[config.mk]
export PLATFORM = sky130hd
export DESIGN_NAME = dadda_mul_top
export DESIGN_NICKNAME = d
export VERILOG_FILES = /design/src/verilog/mul_pkg.sv /design/src/verilog/dadda_mul_top.sv /design/src/verilog/prefix_adder.sv /design/src/verilog/reduce_stage.sv /design/src/verilog/compress_row_4_2.sv /design/src/verilog/partial_products.sv
export VERILOG_INCLUDE_DIRS = /design/src /design/src/verilog
export SDC_FILE = /design/constraint.sdc
export NUM_CORES = 1
export LEC_CHECK = 0
export BUFFER_PORTS_ARGS = -buffer_cell sky130_fd_sc_hd__buf_2
export CAP_MARGIN = 10
export CORE_MARGIN = 2
export CORE_UTILIZATION = 63
export CTS_CLUSTER_DIAMETER = 200
export CTS_CLUSTER_SIZE = 12
export DETAILED_ROUTE_END_ITERATION = 7
export PLACE_DENSITY = 0.78
export SYNTH_ARGS = -nofsm -noshare
export SYNTH_HDL_FRONTEND = slang
export SYNTH_SLANG_ARGS = --single-unit
export TNS_END_PERCENT = 30
[constraint.sdc]
create_clock -name clk -period 3.1 [get_ports clk]
set_clock_uncertainty 0.05 [all_clocks]
set_input_delay 0.465 -clock clk [delete_from_list [all_inputs] [get_ports clk]]
set_output_delay 0.465 -clock clk [all_outputs]
set_load 0.005 [all_outputs]
[src/verilog/mul_config.svh]
`ifndef MUL_CONFIG_SVH
`define MUL_CONFIG_SVH

// operand and product widths
`define MUL_OPERAND_W 16
`define MUL_PRODUCT_W 32

// one partial-product row per multiplier bit
`define MUL_PP_ROWS 16

// request to response, in clock cycles
`define MUL_LATENCY 4

`endif
[src/verilog/mul_pkg.sv]
`default_nettype none

`include "mul_config.svh"

package mul_pkg;

	typedef logic [`MUL_OPERAND_W-1:0] operand_t;

	// also one row of the reduction tree
	typedef logic [`MUL_PRODUCT_W-1:0] product_t;

	typedef struct packed {
		logic     valid;
		operand_t a;
		operand_t b;
	} mul_req_t;

	typedef struct packed {
		logic     valid;
		product_t product;
	} mul_rsp_t;

endpackage

`default_nettype wire

[src/verilog/dadda_mul_top.sv]
`timescale 1ns/1ps
`default_nettype none

`include "mul_config.svh"

module dadda_mul_top
	import mul_pkg::*;
(
	input  logic     clk,
	input  logic     rst_n,
	input  mul_req_t req,
	output mul_rsp_t rsp
);

	// row banks between the levels
	product_t [`MUL_PP_ROWS-1:0]   pp_rows;
	product_t [`MUL_PP_ROWS/2-1:0] l1_rows;
	product_t [`MUL_PP_ROWS/4-1:0] l2_rows;
	product_t [1:0]                l3_rows;

	logic l1_valid;
	logic l2_valid;
	logic l3_valid;

	partial_products u_pp (
		.a    (req.a),
		.b    (req.b),
		.rows (pp_rows)
	);

	// 16 -> 8
	reduce_stage #(
		.IN_ROWS (`MUL_PP_ROWS)
	) u_reduce_l1 (
		.clk       (clk),
		.rst_n     (rst_n),
		.in_valid  (req.valid),
		.in_rows   (pp_rows),
		.out_valid (l1_valid),
		.out_rows  (l1_rows)
	);

	// 8 -> 4
	reduce_stage #(
		.IN_ROWS (`MUL_PP_ROWS/2)
	) u_reduce_l2 (
		.clk       (clk),
		.rst_n     (rst_n),
		.in_valid  (l1_valid),
		.in_rows   (l1_rows),
		.out_valid (l2_valid),
		.out_rows  (l2_rows)
	);

	// 4 -> 2
	reduce_stage #(
		.IN_ROWS (`MUL_PP_ROWS/4)
	) u_reduce_l3 (
		.clk       (clk),
		.rst_n     (rst_n),
		.in_valid  (l2_valid),
		.in_rows   (l2_rows),
		.out_valid (l3_valid),
		.out_rows  (l3_rows)
	);

	// last two rows summed, fourth register
	prefix_adder u_add (
		.clk      (clk),
		.rst_n    (rst_n),
		.in_valid (l3_valid),
		.in_rows  (l3_rows),
		.rsp      (rsp)
	);

endmodule

`default_nettype wire

[src/verilog/prefix_adder.sv]
`timescale 1ns/1ps
`default_nettype none

`include "mul_config.svh"

module prefix_adder
	import mul_pkg::*;
(
	input  logic           clk,
	input  logic           rst_n,
	input  logic           in_valid,
	input  product_t [1:0] in_rows,
	output mul_rsp_t       rsp
);

	localparam int W      = `MUL_PRODUCT_W;
	localparam int LEVELS = $clog2(W);

	// generate and propagate at each doubling level
	wire product_t gen_lvl  [0:LEVELS];
	wire product_t prop_lvl [0:LEVELS];

	product_t sum;
	product_t carry_in;

	logic     rsp_valid;
	product_t rsp_product;

	assign gen_lvl[0]  = in_rows[0] & in_rows[1];
	assign prop_lvl[0] = in_rows[0] ^ in_rows[1];

	for (genvar l = 0; l < LEVELS; l++) begin : g_level
		localparam int D = 1 << l;

		for (genvar i = 0; i < W; i++) begin : g_bit
			if (i >= D) begin : g_cell
				// combine with the group D bits below
				assign gen_lvl[l+1][i] = gen_lvl[l][i] |
					(prop_lvl[l][i] & gen_lvl[l][i-D]);
				assign prop_lvl[l+1][i] = prop_lvl[l][i] & prop_lvl[l][i-D];
			end else begin : g_pass
				// already spans down to bit 0
				assign gen_lvl[l+1][i]  = gen_lvl[l][i];
				assign prop_lvl[l+1][i] = prop_lvl[l][i];
			end
		end
	end

	// carry into bit i is the group generate of bits i-1..0
	assign carry_in = {gen_lvl[LEVELS][W-2:0], 1'b0};
	assign sum      = prop_lvl[0] ^ carry_in;

	always_ff @(posedge clk or negedge rst_n) begin
		if (!rst_n) begin
			rsp_valid <= 1'b0;
		end else begin
			rsp_valid <= in_valid;
		end
	end

	// product holds between responses
	always_ff @(posedge clk) begin
		if (in_valid) begin
			rsp_product <= sum;
		end
	end

	assign rsp = '{valid: rsp_valid, product: rsp_product};

endmodule

`default_nettype wire

[src/verilog/reduce_stage.sv]
`timescale 1ns/1ps
`default_nettype none

module reduce_stage
	import mul_pkg::*;
#(
	parameter int IN_ROWS = 16
)
(
	input  logic                          clk,
	input  logic                          rst_n,
	input  logic                          in_valid,
	input  product_t [IN_ROWS-1:0]        in_rows,
	output logic                          out_valid,
	output product_t [IN_ROWS/2-1:0]      out_rows
);

	localparam int OUT_ROWS = IN_ROWS / 2;
	localparam int GROUPS   = IN_ROWS / 4;

	product_t [OUT_ROWS-1:0] next_rows;

	// four rows in, sum and carry out, per group
	for (genvar g = 0; g < GROUPS; g++) begin : g_group
		compress_row_4_2 u_compress (
			.in_rows   (in_rows[4*g+3:4*g]),
			.sum_row   (next_rows[2*g]),
			.carry_row (next_rows[2*g+1])
		);
	end

	always_ff @(posedge clk or negedge rst_n) begin
		if (!rst_n) begin
			out_valid <= 1'b0;
		end else begin
			out_valid <= in_valid;
		end
	end

	// data only moves with a valid request
	always_ff @(posedge clk) begin
		if (in_valid) begin
			out_rows <= next_rows;
		end
	end

endmodule

`default_nettype wire

[src/verilog/compress_row_4_2.sv]
`timescale 1ns/1ps
`default_nettype none

`include "mul_config.svh"

module compress_row_4_2
	import mul_pkg::*;
(
	input  product_t [3:0] in_rows,
	output product_t       sum_row,
	output product_t       carry_row
);

	localparam int W = `MUL_PRODUCT_W;

	// lateral carry chain between neighbouring slices
	logic [W:0] chain;

	// second full adder carries, weight 2^(i+1)
	product_t slice_carry;

	assign chain[0] = 1'b0;

	for (genvar i = 0; i < W; i++) begin : g_slice
		logic x1;
		logic x2;
		logic x3;
		logic x4;
		logic s1;

		assign x1 = in_rows[0][i];
		assign x2 = in_rows[1][i];
		assign x3 = in_rows[2][i];
		assign x4 = in_rows[3][i];

		// first full adder, carry goes sideways
		assign s1 = x1 ^ x2 ^ x3;
		assign chain[i+1] = (x1 & x2) | (x1 & x3) | (x2 & x3);

		// second full adder takes the incoming chain bit
		assign sum_row[i] = s1 ^ x4 ^ chain[i];
		assign slice_carry[i] = (s1 & x4) | (s1 & chain[i]) | (x4 & chain[i]);
	end

	// product fits in W bits so the top carries are dropped
	assign carry_row = {slice_carry[W-2:0], 1'b0};

endmodule

`default_nettype wire

[src/verilog/partial_products.sv]
`timescale 1ns/1ps
`default_nettype none

`include "mul_config.svh"

module partial_products
	import mul_pkg::*;
(
	input  operand_t                         a,
	input  operand_t                         b,
	output product_t [`MUL_PP_ROWS-1:0]      rows
);

	// row k is a gated by b[k], weighted by 2^k
	for (genvar k = 0; k < `MUL_PP_ROWS; k++) begin : g_row
		operand_t gated;
		product_t wide;

		assign gated = a & {`MUL_OPERAND_W{b[k]}};

		// zero extension to product width
		assign wide = product_t'(gated);

		assign rows[k] = wide << k;
	end

endmodule

`default_nettype wire

### Word-level counts from Yosys, hierarchy flattened

Cells that the tools add are included.

| word-level totals | value |
|---|---|
| register bits | 317 |
| bits of input ports | 35 |
| output and inout bits | 33 |
| word-level logic and storage cells | 1,859 |

| cells by class | value |
|---|---|
| bitwise logic cells | 1,840 |

Operator list:

| cell | number |
|---|---|
| 1-bit bitwise AND | 858 |
| 1-bit OR | 522 |
| 1-bit bitwise XOR | 441 |
| 16-bit bitwise AND | 16 |
| 32-bit bitwise XOR | 2 |
| 31-bit bitwise AND | 1 |

### Longest topological paths before layout

| logic depth | value |
|---|---|
| word-level depth | 11 |
| gate-level depth with buffers | 8 |
| gate-level depth less buffers | 8 |

### Cells and area by module

A second synthesis with hierarchy kept.

| second synthesis, totals | value |
|---|---|
| cells, all modules | 1,751 |
| area total of the unflattened synthesis | 29,209.3 um^2 |

By module, submodules not included:

| module | instances | cells each | area an instance (um^2) | sequential area each (um^2) |
|---|---|---|---|---|
| compress_row_4_2 | 7 | 67 | 1,285.0 | 0.0 |
| reduce_stage at u_reduce_l1 | 1 | 257 | 7,712.4 | 7,712.4 |
| reduce_stage at u_reduce_l2 | 1 | 129 | 3,868.7 | 3,868.7 |
| partial_products | 1 | 545 | 3,867.5 | 0.0 |
| prefix_adder | 1 | 286 | 2,819.0 | 985.9 |
| reduce_stage at u_reduce_l3 | 1 | 65 | 1,946.9 | 1,946.9 |

### Worst setup path after synthesis

Ideal clock, no wire load.

| path | value |
|---|---|
| path kind | register -> register |
| start point | reg u_reduce_l1.out_valid |
| end point | reg u_reduce_l2.out_rows[0] (netlist name), enable pin |
| library setup time | 442 ps |
| data arrival time | 2,004 ps |
| required time | 2,608 ps |
| setup slack | 603 ps |
| stages on the path, launching flop included | 1 |
| buffers on the path | 0 |
| period minus slack after synthesis | 2,497 ps |
| cell sequence | dfrtp_1 |

RTL lines:

| item | line | RTL |
|---|---|---|
| start, declared | reduce_stage.sv:14 | `output logic out_valid,` |
| start signal, assigned | reduce_stage.sv:36 | `out_valid <= in_valid;` |
| end signal, assigned | reduce_stage.sv:43 | `out_rows <= next_rows;` |
| end, declared | reduce_stage.sv:15 | `output product_t [IN_ROWS/2-1:0] out_rows` |

No word-level cell between the ends.

### Worst setup path in the final report

| path | value |
|---|---|
| start point | reg u_reduce_l3.out_rows[7] (netlist name) |
| end point | reg u_add.rsp_product[27], data pin |

| between the ends | value |
|---|---|
| word-level cells in the longest chain between the ends | 10 |
| elaborated cells between the ends (all ways) | 16 |
| those cells by class | 16 x bitwise |

RTL lines:

| item | line | RTL |
|---|---|---|
| start, declared | reduce_stage.sv:15 |  |
| start signal, assigned | reduce_stage.sv:43 |  |
| 31-bit bitwise AND | prefix_adder.sv:29 | `assign gen_lvl[0] = in_rows[0] & in_rows[1];` |
| 1-bit bitwise AND | prefix_adder.sv:39 | `(prop_lvl[l][i] & gen_lvl[l][i-D]);` |
| 1-bit OR | prefix_adder.sv:38 | `assign gen_lvl[l+1][i] = gen_lvl[l][i] \|` |
| 1-bit bitwise AND | prefix_adder.sv:39 |  |
| 1-bit OR (2 in a row) | prefix_adder.sv:38 |  |
| 1-bit OR * | prefix_adder.sv:38 |  |
| 1-bit bitwise AND * | prefix_adder.sv:39 |  |
| 1-bit OR * | prefix_adder.sv:38 |  |
| 32-bit bitwise XOR * | prefix_adder.sv:51 | `assign sum = prop_lvl[0] ^ carry_in;` |
| net u_add.sum[27] | prefix_adder.sv:23 | `product_t sum;` |
| end signal, assigned | prefix_adder.sv:64 | `rsp_product <= sum;` |
| end, declared | prefix_adder.sv:27 | `product_t rsp_product;` |

Mark *: on every way through the listed nets, which the timed path passes. The rest lies on a longest branch.
A chain may end at the register's enable or synchronous reset.

==> flow_summary.ini <==
[global_route]
grt_max_degree = 86
track_usage_pct = 22.2
grt_pass1_wl_mm = 48.5
grt_antenna_before_repair = 0
grt_overflow = 0
grt_pass1_vias = 8974

[floorplanning]
ios = 68
die_w_um = 169
core_um2 = 26900
dieArea_um2 = 28600
initial_core_util_pct = 63.9
die_h_um = 169
rows = 60

[timing]
fin_setup_tns_ns = 0
clock.fmax_ghz = 0.375
tightest_slew_ns = 1.18
hold_viol_final = 0
drv_slew = 0
rsz0062_at_grt = no
period_minus_slack_ns = 2.67
period_share_pct = 86.0
finalSetupViolations = 0
slew_headroom_pct = 21.2

[layout]
fin_nets = 1422
drive_gt1_share_pct = 10.5
diodes = 0
area_growth_pct = 8.67

[place]
gp_congestion = 0.854
portBuffers = 67
hpwl_mm = 21.3

[critical_path]
cp_max_fo = 4
crit_arrival_ns = 2.89
critPathCaptureType = flip-flop
r2r_start = u_reduce_l3.out_rows[7]
rrSetupSlack_ns = 0.43
crit_start = u_reduce_l3.out_rows[7]
cp-start-kind = flip-flop
worstPathRequired_ns = 3.33
path_class = flip-flop to flip-flop

[min_path]
hp-class = input pin to async pin

[clock_tree]
cts_max_path_buffers = 3
clk_pin_slew_ns = 0.06
clock-root-buffer = clkbuf_16
clk_latency_ns = 0.55
numClockSinks = 317
cts_tree = built
htreeDepth = 1
postCtsSetupBuffers = 0
numCtsBuffers = 30

[drt]
vias = 8564
drc_errors = 0
drtPass1Iterations = 5
routed_wl_mm = 30.2
final_antenna_net_count = 0
drt-wirelength-per-cell_um = 20.5
first_iter_violations = 656
viasPerCell = 5.82

[synthesis]
synth_edf_count = 313
yosysTopAreaCellShare_pct = 54.7
synth-simple-area-share_pct = 10.6
synth-adder-area-share_pct = 28.2
synth_top_family_by_area = adder cells
synthCells = 1056
synth_nets = 1358
synthMuxAreaShare_pct = 0
synth_cell_types = 47
syn_area_um2 = 17200
synth_xor_area_share_pct = 1.17
synth_ff_type = edfxtp_1
synth_compound_area_share_pct = 2.96
yosys-top-cells-area = edfxtp_1, fa_1, and2_1
syn_avg_cell_area_um2 = 16.3
ys_ff_latch = 317
yosysTopAreaCell = edfxtp_1
ys_seq_area_share_pct = 55.3
synthArstFlopShare_pct = 1.26
yosysWarnings = 0

[power_and_ir_drop]
total_leakage_power_nw = 7.33
peakVddDrop_mv = 0.400
p_per_area_nw_per_um2 = 773
power_mw = 14.4

[flow_run]
max_cap_violations = 0

[run_status]
outcome = complete, no violations
[final timing paths]
| check | endpoint | cells after the start |
|---|---|---|
| max in group asynchronous | u_reduce_l1.out_valid | 2 |
| hold / removal | u_add.rsp_valid | 2 |
| hold reg to reg | u_reduce_l2.out_rows[0] | 0 |
| min in group clk | u_reduce_l1.out_rows[152] | 1 |
| setup reg to reg | u_add.rsp_product[27] | 8 |
| setup / recovery | u_add.rsp_product[27] | 8 |
[cell families after synthesis]
group / after synthesis
simple gates: 306
compound gates: 65
xor+xnor: 23
flops: 317
fa+ha+maj: 267
buf+inv: 78
[where the power goes]
group	leakage [nW]	switching [mW]	internal [mW]
Combinational	3.82	2.53	1.94
Clock	0.400	1.43	1.80
Sequential	3.11	0.445	6.30
[layer usage]
metal	up-vias	track usage (%)	part of all wire (%)
li1	3766	-	-
met1	4438	33.4	43
met2	314	35.6	48
met3	46	2.94	7.2
met4	0	5.35	1.8
met5	-	0	0
[layout by cell type, fill, tap and decap left out, drive strengths merged, types with 4 or more instances in the layout]
cell type / count
xor2: 12
fa: 200
clkbuf: 42
nand3: 8
nand2: 29
dfrtp: 4
edfxtp: 313
o21bai: 5
xnor2: 11
buf: 71
o21ai: 4
a21oi: 17
ha: 67
nor2: 8
a21o: 15
inv: 39
nand4: 5
and2: 246
[per-stage QoR]
| stage | setup WS [ns] | hold slack, ns | utilization (%) | instances | cell area (µm²) |
|---|---|---|---|---|---|
| 3_3_place_gp | 0.505 | 0.222 | 66.4 | 1428 | 17800 |
| 5_1_grt | 0.235 | 0.206 | 69.5 | 1472 | 18700 |
| 6_report | 0.435 | 0.207 | 69.5 | 1472 | 18700 |
| 4_1_cts | 0.427 | 0.184 | 69.5 | 1472 | 18700 |
| 3_5_place_dp | 0.442 | 0.227 | 66.4 | 1428 | 17800 |
| 2_1_floorplan | 0.603 | 0.119 | - | 1056 | 17200 |
[state kept, by name, indices dropped and copies added, names as in the netlist]
signal                 count
u_add.rsp_valid            1
u_reduce_l3.out_valid      1
u_reduce_l1.out_rows     140
u_reduce_l3.out_rows      57
u_add.rsp_product         32
u_reduce_l2.out_rows      84
u_reduce_l1.out_valid      1
u_reduce_l2.out_valid      1
[Yosys cell counts (all sizes together), types with 3 or more instances]
library cell / instances
nand4: 5
buf: 4
a31oi: 3
inv: 38
nand3: 8
edfxtp: 313
clkbuf: 36
nand2: 29
o21bai: 5
a21oi: 17
o31ai: 3
o21ai: 4
and2: 246
ha: 67
nor2: 8
a221oi: 3
dfrtp: 4
and4: 3
a21o: 15
xor2: 12
fa: 200
xnor2: 11
[repair_timing]
item                      CTS  global route
resized for setup           0             0
hold endpoints to repair    4             0
hold buffers                1             0
[worst max-delay path, stage by stage, from the launching register on]
cell,delay (ns)
edfxtp_1,0.38
ha_1,0.24
fa_1,0.41
a21o_1,0.22
a221oi_2,0.40
o21ai_2,0.16
a31oi_4,0.28
o31ai_1,0.12
xor2_1,0.14
[layout make-up]
class                      count  area (µm²)
timing repair buffer          72         403
inverter                      38         143
multi-input combinational    661        7370
tap                          341         427
sequential                   317        9500
clock inverter                 1        8.76
fill                        1752        8200
clock buffer                  42         817
Note: power is estimated with default switching activity, not from simulation.
